--- config.mk ---
export PLATFORM = sky130hd
export DESIGN_NAME = bru_issue_top
export DESIGN_NICKNAME = d
export VERILOG_FILES = /design/src/source/bru_pkg.sv /design/src/source/bru_target_calc.sv /design/src/source/bru_iq.sv /design/src/source/bru_issue_top.sv
export SDC_FILE = /design/constraint.sdc
export NUM_CORES = 1
export LEC_CHECK = 0
export BUFFER_PORTS_ARGS = -buffer_cell sky130_fd_sc_hd__buf_2
export CORE_ASPECT_RATIO = 2
export CORE_MARGIN = 4
export CORE_UTILIZATION = 62
export CTS_BUF_LIST = sky130_fd_sc_hd__clkbuf_8
export CTS_CLUSTER_SIZE = 28
export DETAILED_ROUTE_END_ITERATION = 8
export PLACE_DENSITY = 0.83
export SYNTH_ARGS = -nofsm -noshare
export SYNTH_HDL_FRONTEND = slang
export SYNTH_SLANG_ARGS = --single-unit
--- constraint.sdc ---
create_clock -name CLK -period 16.27 [get_ports CLK]
set_input_delay 1.627 -clock CLK [delete_from_list [all_inputs] [get_ports CLK]]
set_output_delay 1.627 -clock CLK [all_outputs]
set_load 0.02 [all_outputs]
--- src/source/bru_pkg.sv ---
package bru_pkg;

	// ----------------------------------------
	// widths

	// physical register number, 64 registers
	localparam int LOG_PR_COUNT = 6;

	// reorder buffer index, 32 entries
	localparam int LOG_ROB_ENTRIES = 5;

	// ----------------------------------------
	// branch unit operation codes

	// unconditional jumps
	localparam logic [3:0] BRU_OP_JALR = 4'b0000;
	localparam logic [3:0] BRU_OP_JAL = 4'b0010;

	// conditional branches, all with the top bit set
	localparam logic [3:0] BRU_OP_BEQ = 4'b1000;
	localparam logic [3:0] BRU_OP_BNE = 4'b1001;
	localparam logic [3:0] BRU_OP_BLT = 4'b1100;
	localparam logic [3:0] BRU_OP_BGE = 4'b1101;
	localparam logic [3:0] BRU_OP_BLTU = 4'b1110;
	localparam logic [3:0] BRU_OP_BGEU = 4'b1111;

	// ----------------------------------------
	// 20-bit immediate as carried from decode

	// jal reads all 20 bits as a halfword offset,
	// branches only the low 12
	typedef union packed {
		logic [19:0] jal;
		struct packed {
			logic [7:0] unused;
			logic [11:0] offset;
		} branch;
	} bru_imm_t;

endpackage

--- src/source/bru_target_calc.sv ---
`timescale 1ns/1ps

module bru_target_calc (
	input logic CLK,
	input logic nRST,

	// from the issue queue
	input logic in_valid,
	output logic in_ready,
	input logic [3:0] in_op,
	input logic [31:0] in_pc,
	input logic [31:0] in_pred_pc,
	input bru_pkg::bru_imm_t in_imm,
	input logic [bru_pkg::LOG_PR_COUNT-1:0] in_dest_pr,
	input logic [bru_pkg::LOG_ROB_ENTRIES-1:0] in_rob_index,

	// to the branch pipeline
	output logic issue_valid,
	input logic issue_ready,
	output logic [3:0] issue_op,
	output logic [31:0] issue_pc,
	output logic [31:0] issue_target_pc,
	output logic [31:0] issue_pred_pc,
	output logic [bru_pkg::LOG_PR_COUNT-1:0] issue_dest_pr,
	output logic [bru_pkg::LOG_ROB_ENTRIES-1:0] issue_rob_index
);

	logic [31:0] target_pc;
	logic in_fire;

	// taken target, offsets are in halfwords
	always_comb begin
		case (in_op)
			bru_pkg::BRU_OP_JAL:
				target_pc = in_pc + {{11{in_imm.jal[19]}}, in_imm.jal, 1'b0};
			bru_pkg::BRU_OP_BEQ, bru_pkg::BRU_OP_BNE,
			bru_pkg::BRU_OP_BLT, bru_pkg::BRU_OP_BGE,
			bru_pkg::BRU_OP_BLTU, bru_pkg::BRU_OP_BGEU:
				target_pc = in_pc + {{19{in_imm.branch.offset[11]}}, in_imm.branch.offset, 1'b0};
			// jalr target needs the register value, keep the prediction
			default:
				target_pc = in_pred_pc;
		endcase
	end

	assign in_ready = ~issue_valid | issue_ready;
	assign in_fire = in_valid & in_ready;

	always_ff @(posedge CLK, negedge nRST) begin
		if (!nRST) begin
			issue_valid <= 1'b0;
		end else if (in_ready) begin
			issue_valid <= in_valid;
		end
	end

	always_ff @(posedge CLK) begin
		if (in_fire) begin
			issue_op <= in_op;
			issue_pc <= in_pc;
			issue_target_pc <= target_pc;
			issue_pred_pc <= in_pred_pc;
			issue_dest_pr <= in_dest_pr;
			issue_rob_index <= in_rob_index;
		end
	end

	// stalled output holds its payload
	assert property (@(posedge CLK) disable iff (!nRST)
		(issue_valid && !issue_ready) |=> issue_valid && $stable({issue_op, issue_pc,
			issue_target_pc, issue_pred_pc, issue_dest_pr, issue_rob_index}))
		else $error("bru_target_calc: issue payload changed under back-pressure");

endmodule

--- src/source/bru_iq.sv ---
`timescale 1ns/1ps

module bru_iq #(
	parameter int BRU_IQ_ENTRIES = 4
) (
	input logic CLK,
	input logic nRST,

	// enqueue from rename
	input logic enq_valid,
	output logic enq_ready,
	input logic [3:0] enq_op,
	input logic [31:0] enq_pc,
	input logic [31:0] enq_pred_pc,
	input bru_pkg::bru_imm_t enq_imm,
	input logic [bru_pkg::LOG_PR_COUNT-1:0] enq_a_pr,
	input logic enq_a_ready,
	input logic [bru_pkg::LOG_PR_COUNT-1:0] enq_b_pr,
	input logic enq_b_ready,
	input logic [bru_pkg::LOG_PR_COUNT-1:0] enq_dest_pr,
	input logic [bru_pkg::LOG_ROB_ENTRIES-1:0] enq_rob_index,

	// writeback wakeup
	input logic wb_valid,
	input logic [bru_pkg::LOG_PR_COUNT-1:0] wb_pr,

	// issue to target stage
	output logic iq_issue_valid,
	input logic iq_issue_ready,
	output logic [3:0] iq_issue_op,
	output logic [31:0] iq_issue_pc,
	output logic [31:0] iq_issue_pred_pc,
	output bru_pkg::bru_imm_t iq_issue_imm,
	output logic [bru_pkg::LOG_PR_COUNT-1:0] iq_issue_dest_pr,
	output logic [bru_pkg::LOG_ROB_ENTRIES-1:0] iq_issue_rob_index,

	// register read request to prf
	output logic prf_req_a_valid,
	output logic [bru_pkg::LOG_PR_COUNT-1:0] prf_req_a_pr,
	output logic prf_req_b_valid,
	output logic [bru_pkg::LOG_PR_COUNT-1:0] prf_req_b_pr
);

	localparam int IDX_W = $clog2(BRU_IQ_ENTRIES);
	localparam int CNT_W = $clog2(BRU_IQ_ENTRIES + 1);
	localparam int PR_W = bru_pkg::LOG_PR_COUNT;
	localparam int ROB_W = bru_pkg::LOG_ROB_ENTRIES;

	// entry 0 is the oldest
	logic [BRU_IQ_ENTRIES-1:0] valid_by_entry, next_valid_by_entry;
	logic [BRU_IQ_ENTRIES-1:0][3:0] op_by_entry, next_op_by_entry;
	logic [BRU_IQ_ENTRIES-1:0][31:0] pc_by_entry, next_pc_by_entry;
	logic [BRU_IQ_ENTRIES-1:0][31:0] pred_pc_by_entry, next_pred_pc_by_entry;
	bru_pkg::bru_imm_t [BRU_IQ_ENTRIES-1:0] imm_by_entry, next_imm_by_entry;
	logic [BRU_IQ_ENTRIES-1:0][PR_W-1:0] a_pr_by_entry, next_a_pr_by_entry;
	logic [BRU_IQ_ENTRIES-1:0][PR_W-1:0] b_pr_by_entry, next_b_pr_by_entry;
	logic [BRU_IQ_ENTRIES-1:0] a_ready_by_entry, next_a_ready_by_entry;
	logic [BRU_IQ_ENTRIES-1:0] b_ready_by_entry, next_b_ready_by_entry;
	logic [BRU_IQ_ENTRIES-1:0][PR_W-1:0] dest_pr_by_entry, next_dest_pr_by_entry;
	logic [BRU_IQ_ENTRIES-1:0][ROB_W-1:0] rob_index_by_entry, next_rob_index_by_entry;

	logic [BRU_IQ_ENTRIES-1:0] a_woken_by_entry, b_woken_by_entry;
	logic [BRU_IQ_ENTRIES-1:0] ready_by_entry;
	logic [BRU_IQ_ENTRIES-1:0] shift_by_entry;
	logic [IDX_W-1:0] sel_index;
	logic [CNT_W-1:0] count;
	logic [CNT_W-1:0] enq_slot;
	logic enq_a_woken, enq_b_woken;
	logic issue_fire, enq_fire;

	// ----------------------------------------
	// wakeup and oldest-ready select

	always_comb begin
		for (int i = 0; i < BRU_IQ_ENTRIES; i++) begin
			a_woken_by_entry[i] = a_ready_by_entry[i] | (wb_valid & (a_pr_by_entry[i] == wb_pr));
			b_woken_by_entry[i] = b_ready_by_entry[i] | (wb_valid & (b_pr_by_entry[i] == wb_pr));
		end
	end

	assign enq_a_woken = enq_a_ready | (wb_valid & (enq_a_pr == wb_pr));
	assign enq_b_woken = enq_b_ready | (wb_valid & (enq_b_pr == wb_pr));

	// stored ready bits only, so a wakeup counts from the next cycle
	assign ready_by_entry = valid_by_entry & a_ready_by_entry & b_ready_by_entry;

	always_comb begin
		iq_issue_valid = 1'b0;
		sel_index = '0;
		for (int i = 0; i < BRU_IQ_ENTRIES; i++) begin
			if (!iq_issue_valid && ready_by_entry[i]) begin
				iq_issue_valid = 1'b1;
				sel_index = IDX_W'(i);
			end
		end
	end

	assign issue_fire = iq_issue_valid & iq_issue_ready;

	assign iq_issue_op = op_by_entry[sel_index];
	assign iq_issue_pc = pc_by_entry[sel_index];
	assign iq_issue_pred_pc = pred_pc_by_entry[sel_index];
	assign iq_issue_imm = imm_by_entry[sel_index];
	assign iq_issue_dest_pr = dest_pr_by_entry[sel_index];
	assign iq_issue_rob_index = rob_index_by_entry[sel_index];

	assign prf_req_a_valid = issue_fire;
	assign prf_req_a_pr = a_pr_by_entry[sel_index];
	assign prf_req_b_valid = issue_fire;
	assign prf_req_b_pr = b_pr_by_entry[sel_index];

	// ----------------------------------------
	// compaction and enqueue

	always_comb begin
		count = '0;
		for (int i = 0; i < BRU_IQ_ENTRIES; i++) begin
			count = count + CNT_W'(valid_by_entry[i]);
			shift_by_entry[i] = issue_fire && (IDX_W'(i) >= sel_index);
		end
	end

	// full only when the top slot is taken
	assign enq_ready = ~valid_by_entry[BRU_IQ_ENTRIES-1];
	assign enq_fire = enq_valid & enq_ready;
	assign enq_slot = count - CNT_W'(issue_fire);

	always_comb begin
		next_valid_by_entry = valid_by_entry;
		next_op_by_entry = op_by_entry;
		next_pc_by_entry = pc_by_entry;
		next_pred_pc_by_entry = pred_pc_by_entry;
		next_imm_by_entry = imm_by_entry;
		next_a_pr_by_entry = a_pr_by_entry;
		next_b_pr_by_entry = b_pr_by_entry;
		next_a_ready_by_entry = a_woken_by_entry;
		next_b_ready_by_entry = b_woken_by_entry;
		next_dest_pr_by_entry = dest_pr_by_entry;
		next_rob_index_by_entry = rob_index_by_entry;

		// younger entries move down over the issued one
		for (int i = 0; i < BRU_IQ_ENTRIES - 1; i++) begin
			if (shift_by_entry[i]) begin
				next_valid_by_entry[i] = valid_by_entry[i+1];
				next_op_by_entry[i] = op_by_entry[i+1];
				next_pc_by_entry[i] = pc_by_entry[i+1];
				next_pred_pc_by_entry[i] = pred_pc_by_entry[i+1];
				next_imm_by_entry[i] = imm_by_entry[i+1];
				next_a_pr_by_entry[i] = a_pr_by_entry[i+1];
				next_b_pr_by_entry[i] = b_pr_by_entry[i+1];
				next_a_ready_by_entry[i] = a_woken_by_entry[i+1];
				next_b_ready_by_entry[i] = b_woken_by_entry[i+1];
				next_dest_pr_by_entry[i] = dest_pr_by_entry[i+1];
				next_rob_index_by_entry[i] = rob_index_by_entry[i+1];
			end
		end
		if (shift_by_entry[BRU_IQ_ENTRIES-1]) begin
			next_valid_by_entry[BRU_IQ_ENTRIES-1] = 1'b0;
		end

		// new op lands in the first free slot after the shift
		for (int i = 0; i < BRU_IQ_ENTRIES; i++) begin
			if (enq_fire && (CNT_W'(i) == enq_slot)) begin
				next_valid_by_entry[i] = 1'b1;
				next_op_by_entry[i] = enq_op;
				next_pc_by_entry[i] = enq_pc;
				next_pred_pc_by_entry[i] = enq_pred_pc;
				next_imm_by_entry[i] = enq_imm;
				next_a_pr_by_entry[i] = enq_a_pr;
				next_b_pr_by_entry[i] = enq_b_pr;
				next_a_ready_by_entry[i] = enq_a_woken;
				next_b_ready_by_entry[i] = enq_b_woken;
				next_dest_pr_by_entry[i] = enq_dest_pr;
				next_rob_index_by_entry[i] = enq_rob_index;
			end
		end
	end

	always_ff @(posedge CLK, negedge nRST) begin
		if (!nRST) begin
			valid_by_entry <= '0;
		end else begin
			valid_by_entry <= next_valid_by_entry;
		end
	end

	// entry payload
	always_ff @(posedge CLK) begin
		op_by_entry <= next_op_by_entry;
		pc_by_entry <= next_pc_by_entry;
		pred_pc_by_entry <= next_pred_pc_by_entry;
		imm_by_entry <= next_imm_by_entry;
		a_pr_by_entry <= next_a_pr_by_entry;
		b_pr_by_entry <= next_b_pr_by_entry;
		a_ready_by_entry <= next_a_ready_by_entry;
		b_ready_by_entry <= next_b_ready_by_entry;
		dest_pr_by_entry <= next_dest_pr_by_entry;
		rob_index_by_entry <= next_rob_index_by_entry;
	end

	// ----------------------------------------
	// checks

	// refused enqueue leaves the count to the issue side alone
	assert property (@(posedge CLK) disable iff (!nRST)
		(enq_valid && !enq_ready) |=> count == $past(count) - CNT_W'($past(issue_fire)))
		else $error("bru_iq: refused enqueue changed the entry count");

	// occupied entries form one run from entry 0
	assert property (@(posedge CLK) disable iff (!nRST)
		(valid_by_entry & (valid_by_entry + 1'b1)) == '0)
		else $error("bru_iq: valid bits not contiguous, %b", valid_by_entry);

endmodule

--- src/source/bru_issue_top.sv ---
`timescale 1ns/1ps

module bru_issue_top #(
	parameter int BRU_IQ_ENTRIES = 4
) (
	input logic CLK,
	input logic nRST,

	// enqueue
	input logic enq_valid,
	output logic enq_ready,
	input logic [3:0] enq_op,
	input logic [31:0] enq_pc,
	input logic [31:0] enq_pred_pc,
	input bru_pkg::bru_imm_t enq_imm,
	input logic [bru_pkg::LOG_PR_COUNT-1:0] enq_a_pr,
	input logic enq_a_ready,
	input logic [bru_pkg::LOG_PR_COUNT-1:0] enq_b_pr,
	input logic enq_b_ready,
	input logic [bru_pkg::LOG_PR_COUNT-1:0] enq_dest_pr,
	input logic [bru_pkg::LOG_ROB_ENTRIES-1:0] enq_rob_index,

	// writeback
	input logic wb_valid,
	input logic [bru_pkg::LOG_PR_COUNT-1:0] wb_pr,

	// prf read request
	output logic prf_req_a_valid,
	output logic [bru_pkg::LOG_PR_COUNT-1:0] prf_req_a_pr,
	output logic prf_req_b_valid,
	output logic [bru_pkg::LOG_PR_COUNT-1:0] prf_req_b_pr,

	// issue
	output logic issue_valid,
	input logic issue_ready,
	output logic [3:0] issue_op,
	output logic [31:0] issue_pc,
	output logic [31:0] issue_target_pc,
	output logic [31:0] issue_pred_pc,
	output logic [bru_pkg::LOG_PR_COUNT-1:0] issue_dest_pr,
	output logic [bru_pkg::LOG_ROB_ENTRIES-1:0] issue_rob_index
);

	// ----------------------------------------
	// queue to target stage

	logic iq_issue_valid;
	logic iq_issue_ready;
	logic [3:0] iq_issue_op;
	logic [31:0] iq_issue_pc;
	logic [31:0] iq_issue_pred_pc;
	bru_pkg::bru_imm_t iq_issue_imm;
	logic [bru_pkg::LOG_PR_COUNT-1:0] iq_issue_dest_pr;
	logic [bru_pkg::LOG_ROB_ENTRIES-1:0] iq_issue_rob_index;

	bru_iq #(
		.BRU_IQ_ENTRIES(BRU_IQ_ENTRIES)
	) i_iq (.*);

	bru_target_calc i_target (
		.in_valid(iq_issue_valid),
		.in_ready(iq_issue_ready),
		.in_op(iq_issue_op),
		.in_pc(iq_issue_pc),
		.in_pred_pc(iq_issue_pred_pc),
		.in_imm(iq_issue_imm),
		.in_dest_pr(iq_issue_dest_pr),
		.in_rob_index(iq_issue_rob_index),
		.*
	);

endmodule

# --- After elaboration in Yosys (flattened, before gate mapping) ---
# Index checks and enable logic that the tools add are counted.
word_totals:
  input_bits: 124
  wordCells: 217
  reg_bits: 568
op_classes:
  add_sub_neg: 6
  n_bitwise: 27
  n_lt_le_gt_ge: 5
  mux: 94
  reduce_logical: 20
  n_eq_ne: 20
op_table:
  columns: ["operator", "count"]
  rows:
  - ["$mux W32", 14]
  - ["$mux W20", 7]
  - ["$bmux W32 S2", 2]
  - ["$mux W6", 21]
  - ["$add A32 B32 Y32", 2]
  - ["$pmux W32 S2", 1]
  - ["$eq A6 B6 Y1", 10]
  - ["$bmux W20 S2", 1]
  - ["$bmux W6 S2", 3]
  - ["$mux W5", 7]
  - ["$mux W4", 7]
  - ["$mux W1", 27]
  - ["$eq A4 B4 Y1 const B", 6]
  - ["$and A1 B1 Y1", 12]
  - ["$logic_and A1 B1 Y1", 11]
  - ["$or A1 B1 Y1", 11]
  - ["$bmux W5 S2", 1]
  - ["$and A4 B4 Y4", 2]
  - ["$bmux W4 S2", 1]
  - ["$reduce_bool A2 Y1", 4]
  - ["$add A3 B1 Y3", 2]
  - ["$eq A2 B3 Y1 const A", 2]
  - ["$reduce_or A6 Y1", 1]
  - ["$eq A4 B2 Y1 const B", 1]
  - ["10 further kinds", 16]

# --- Longest topological paths before layout ---
logic_depth:
  depth_word: 17
  depth_mapped: 20

# --- Modules after synthesis ---
# A second synthesis with hierarchy kept.
unflattened:
  cells_unflattened: 2072
  area_unflattened_um2: 27786.6
modules_own_cells:
  columns: ["mod", "area_per_inst_um2", "instances", "seq_area_each_um2", "cells_per_inst"]
  rows:
  - ["bru_iq", 22218.8, 1, 13593.0, 1615]
  - ["bru_target_calc", 5567.8, 1, 3358.2, 457]

# --- Least setup slack after synthesis ---
# No wires, ideal clock.
synth_timing:
  path_type: "input to register"
  from: "input port issue_ready"
  to: "register i_iq.a_pr_by_entry[10] (netlist name), enable pin"
  required_ns: 14.658
  setup_time_ns: 1.612
  stages: 14
  arrival_ns: 12.692
  slack_ns: 1.966
  n_path_buf: 2
  cell_sequence: "nor2b_1 nor2_1 ha_1 inv_1 fa_1 inv_1 fa_1 xnor2_1 nand3_1 inv_1 nand3_1 clkbuf_1 clkbuf_1 o21ai_0"
synth_between:
  elab_chain_cells: 6
synth_rtl:
  columns: ["element", "line_no", "source"]
  rows:
  - ["start: declaration", "bru_issue_top.sv:35", "input logic issue_ready,"]
  - ["$or A1 B1 Y1 (*)", "bru_target_calc.sv:46", "assign in_ready = ~issue_valid | issue_ready;"]
  - ["$and A1 B1 Y1 (*)", "bru_iq.sv:98", "assign issue_fire = iq_issue_valid & iq_issue_ready;"]
  - ["net prf_req_a_valid", "bru_issue_top.sv:28", "output logic prf_req_a_valid,"]
  - ["$sub A3 B1 Y3", "bru_iq.sv:126", "assign enq_slot = count - CNT_W'(issue_fire);"]
  - ["$eq A1 B3 Y1", "bru_iq.sv:163", "if (enq_fire && (CNT_W'(i) == enq_slot)) begin"]
  - ["$logic_and A1 B1 Y1", "bru_iq.sv:163", null]
  - ["$reduce_bool A2 Y1 (no line) (*)", null, null]
  - ["end signal: assignment", "bru_iq.sv:193", "a_pr_by_entry <= next_a_pr_by_entry;"]
  - ["end: declaration", "bru_iq.sv:55", "logic [BRU_IQ_ENTRIES-1:0][PR_W-1:0] a_pr_by_entry, next_a_pr_by_entry;"]
# The timed path passes the listed nets; every way through them passes the cells marked *.
# A chain may end at the register's enable or synchronous reset.

# --- Final worst setup path ---
layout_timing:
  from: "register i_iq.valid_by_entry[2]"
  to: "register i_target.issue_target_pc[27] (data pin)"
layout_between:
  elab_chain_cells: 12
layout_rtl:
  columns: ["element", "line_no", "source"]
  rows:
  - ["start: declaration", "bru_iq.sv:50", "logic [BRU_IQ_ENTRIES-1:0] valid_by_entry, next_valid_by_entry;"]
  - ["start signal: assignment", "bru_iq.sv:183", "valid_by_entry <= next_valid_by_entry;"]
  - ["$and A4 B4 Y4 (*) (2 in a row)", "bru_iq.sv:85", "assign ready_by_entry = valid_by_entry & a_ready_by_entry & b_ready_by_entry;"]
  - ["$logic_and A1 B1 Y1 (*)", "bru_iq.sv:91", "if (!iq_issue_valid && ready_by_entry[i]) begin"]
  - ["$mux W1", "bru_iq.sv:91", null]
  - ["$logic_not A1 Y1", "bru_iq.sv:91", null]
  - ["$logic_and A1 B1 Y1", "bru_iq.sv:91", null]
  - ["$mux W2 (*)", "bru_iq.sv:91", null]
  - ["parallel branches: the longest is 4 deep, another holds $add A32 B32 Y32", null, null]
  - ["$pmux W32 S2 (*)", "bru_target_calc.sv:33", "case (in_op)"]
  - ["net i_target.target_pc[27]", "bru_target_calc.sv:28", "logic [31:0] target_pc;"]
  - ["end signal: assignment", "bru_target_calc.sv:61", "issue_target_pc <= target_pc;"]
  - ["end: declaration", "bru_target_calc.sv:22", "output logic [31:0] issue_target_pc,"]
# Mark *: on every way through the listed nets, which the timed path passes. The select of a mux whose other input is x is not followed.

==> summary.md <==
| Metric | Value |
|---|---|
| Status | `finished clean` |
| Clk root buf | `clkbuf_8` |
| Synth unique cells | `69` |
| Crit start category | `flop` |
| DIE WIDTH | `157 um` |
| EDFF count, synth | `555` |
| Post-cts sizing count | `0` |
| Port buffer count | `250` |
| Max cap viols | `0` |
| Max-slew violations | `0` |
| Buf+Inv Stages, Crit Path | `2` |
| H-tree lvl count | `3` |
| Worst-Margin Slew | `1.10 ns` |
| Most frequent cells in the layout | `edfxtp_1, nand2_1, mux2_2` |
| Seq cells post-synth | `568` |
| First-pass GRT wire length | `110,000 um` |
| Routed WL per cell | `25.0 um` |
| Router iterations before antenna repair | `6` |
| Clock slew at reported path FFs | `0.07 ns` |
| CTS Buf Count | `78` |
| Antenna-violating nets left | `0` |
| Worst skew pair latency | `0.67 ns` |
| Most common cell after layout, fill and taps aside | `edfxtp_1` |
| Critical path's top delay family | `simple AND/OR/NAND/NOR gates` |
| CTS tree | `done` |
| Crit path kind | `flop to flop` |
| Share of cells above drive strength 1 | `31.1%` |
| Worst hold path class | `flop to flop` |
| Max Freq | `0.162 GHz` |
| Post-CTS Hold Fix Bufs | `0` |
| Initial DRC Count | `1,625` |
| Nets@finish | `2,481` |
| Critical Path RT | `16.66 ns` |
| Routed WL | `73,500 um` |
| Number of global-route vias before repair | `18,700` |
| Cell taking the most area after synthesis | `edfxtp_1` |
| Top_reg_cell synth | `edfxtp_1` |
| DRC viols | `0` |
| CP peak stage delay | `0.71 ns` |
| Synth top area cells | `edfxtp_1, mux2_2, nand2_1` |
| Final min period | `6.16 ns` |
| Mapped Area | `27,500 sq um` |
| Post-synthesis simple-gate area fraction | `10.3%` |
| Post-Synth Adder-Cell Area | `1.72%` |
| Post-Synth XOR/XNOR Area | `2.61%` |
| Asr flop ratio synth | `0.880%` |
| TNS Setup | `0 ns` |
| Ys Warns | `0` |
| Post-synthesis compound-gate area fraction | `6.59%` |
| Post-CTS setup buffers | `0` |
| Largest net degree at the start of global routing | `178` |
| Post-synthesis sequential area ratio | `61.7%` |
| Crit-path slowest cell | `buf_4` |
| Share of the synthesized area in the top cell type | `60.7%` |
| Multiplexer share of the synthesized area | `14.9%` |
| CP cell instances | `and3_1 -> o21ai_1 -> nand2_4 -> buf_4 -> mux4_2 -> a21boi_1 -> or2_1 -> ha_1 -> and4_1 -> a221oi_1 -> inv_1 -> o211ai_1 -> a21oi_1 -> xnor2_1 -> o21ai_1` |
| Core area | `43,600 sq um` |
| Post-synth net total | `2,250` |
| Area of the die | `47,900 sq um` |
| RSZ-0062 raised after global routing | `no` |
| Die Span Y | `306 um` |
| Synthesized area per cell | `13.1 sq um` |
| Slew headroom | `26.8%` |
| GRT Residual Overflow | `0` |
| Final Wtd Congestion | `0.926` |
| Worst Clk Skew | `0.0378 ns` |
| Setup violators final | `0` |
| Clk sinks | `568` |
| GRT Overall Usage | `30.0%` |
| Estimated wirelength of the detail-placed design | `48,200 um` |
| I/O Pins | `251` |
| Synth Instances | `2,090` |
| Num rows | `108` |
| Endpoints failing hold | `0` |
| Worst path most repeated cell | `o21ai_1` |
| Worst setup EP type | `flop` |
| Clock Tree Buf Depth | `3` |
| Largest family of logic cells by synthesized area | `multiplexers` |
| Initial Utilization | `62.9%` |
| Vias | `18,700` |
| Crit path DAT | `6.55 ns` |
| Via density | `6.35` |
| Area Growth Syn to Fin | `11.8%` |
| Initial antenna violation count | `16` |
| Fraction of the cycle the final worst path needs | `37.9%` |
| CP max FO | `51` |
[path summary, 6_finish.rpt]
path                                           startpoint                           end  slack (ns)  cells after the start
worst min-delay path            i_iq.pred_pc_by_entry[34]      i_iq.pred_pc_by_entry[2]        0.57                      1
worst max register to register     i_iq.valid_by_entry[2]  i_target.issue_target_pc[27]       10.11                     15
worst min register to register  i_iq.pred_pc_by_entry[34]      i_iq.pred_pc_by_entry[2]        0.57                      1
min in group asynchronous                            nRST        i_iq.valid_by_entry[2]        0.78                      1
max in group asynchronous                            nRST        i_iq.valid_by_entry[1]       15.35                      1
worst max-delay path               i_iq.valid_by_entry[2]  i_target.issue_target_pc[27]       10.11                     15
[state kept, by name, indices dropped and copies added (netlist names), 5 cells and up]
signal                    count
i_iq.pc_by_entry            128
i_iq.pred_pc_by_entry       128
i_iq.imm_by_entry            80
i_target.issue_pc            32
i_target.issue_pred_pc       32
i_target.issue_target_pc     32
i_iq.a_pr_by_entry           24
i_iq.b_pr_by_entry           24
i_iq.dest_pr_by_entry        24
i_iq.rob_index_by_entry      20
i_iq.op_by_entry             16
i_target.issue_dest_pr        6
i_target.issue_rob_index      5
[layer usage]
layer	share of wire [%]	vias to the layer above	track usage, %	wire length (um)
met2	53	994	52.6	38700
met3	7.7	200	4.60	5690
met1	34	9182	35.6	24900
met4	5.6	10	15.3	4130
li1	-	8282	-	-
met5	0.078	-	0	57
[worst register-to-register path, stage by stage, from the launching register on]
cell and delay, ns:
dfrtp_1 0.43, and3_1 0.40, o21ai_1 0.22, nand2_4 0.63
buf_4 0.74, mux4_2 0.62, a21boi_1 0.17, or2_1 0.47
ha_1 0.48, and4_1 0.21, a221oi_1 0.48, inv_1 0.09
o211ai_1 0.33, a21oi_1 0.14, xnor2_1 0.37, o21ai_1 0.11
[area by class of cell]
| cell class | count | area, sq um |
|---|---|---|
| tap | 550 | 688 |
| antenna | 11 | 27.5 |
| fill | 2965 | 13000 |
| clock inverter | 58 | 424 |
| sequential | 568 | 17000 |
| multi-input combinational | 1387 | 10000 |
| timing repair buffer | 272 | 1430 |
| clock buffer | 81 | 1110 |
| inverter | 14 | 60.1 |
[metrics by stage]
step / worst slack [ns] / hold slack, ns / instance area (sq um) / cells / utilization (%)
CTS: 10.22 / 0.552 / 30700 / 2930 / 70.3
finish: 10.11 / 0.567 / 30700 / 2941 / 70.3
global placement: 9.70 / 0.518 / 29100 / 2791 / 66.7
detailed placement: 9.58 / 0.542 / 29100 / 2791 / 66.7
floorplan: 1.97 / 0.501 / 27500 / 2090 / -
global route: 9.90 / 0.572 / 30700 / 2939 / 70.3
[kinds of logic (layout without fill, tap and decap cells)]
family | after synthesis | after routing
fa+ha+maj | 36 | 36
mux | 358 | 358
compound gates | 265 | 265
xor+xnor | 82 | 82
flops | 568 | 568
other cells | 0 | 11
buf+inv | 135 | 425
simple gates | 646 | 646
[synthesized netlist by cell type (all sizes together) (8+ instances only)]
| cell | count |
|---|---|
| dfxtp | 8 |
| inv | 13 |
| and3 | 105 |
| nor2 | 31 |
| xor2 | 54 |
| edfxtp | 555 |
| nand2b | 8 |
| nand3 | 13 |
| a21o | 26 |
| mux4 | 8 |
| a31oi | 99 |
| mux2i | 13 |
| a21oi | 36 |
| xnor2 | 28 |
| o21ai | 46 |
| ha | 33 |
| nor3 | 14 |
| mux2 | 337 |
| nand2 | 449 |
| buf | 35 |
| clkbuf | 86 |
Power is left out: the tool's default activity adds up to more than one toggle a clock period on the data nets, which glitch-free logic cannot reach.
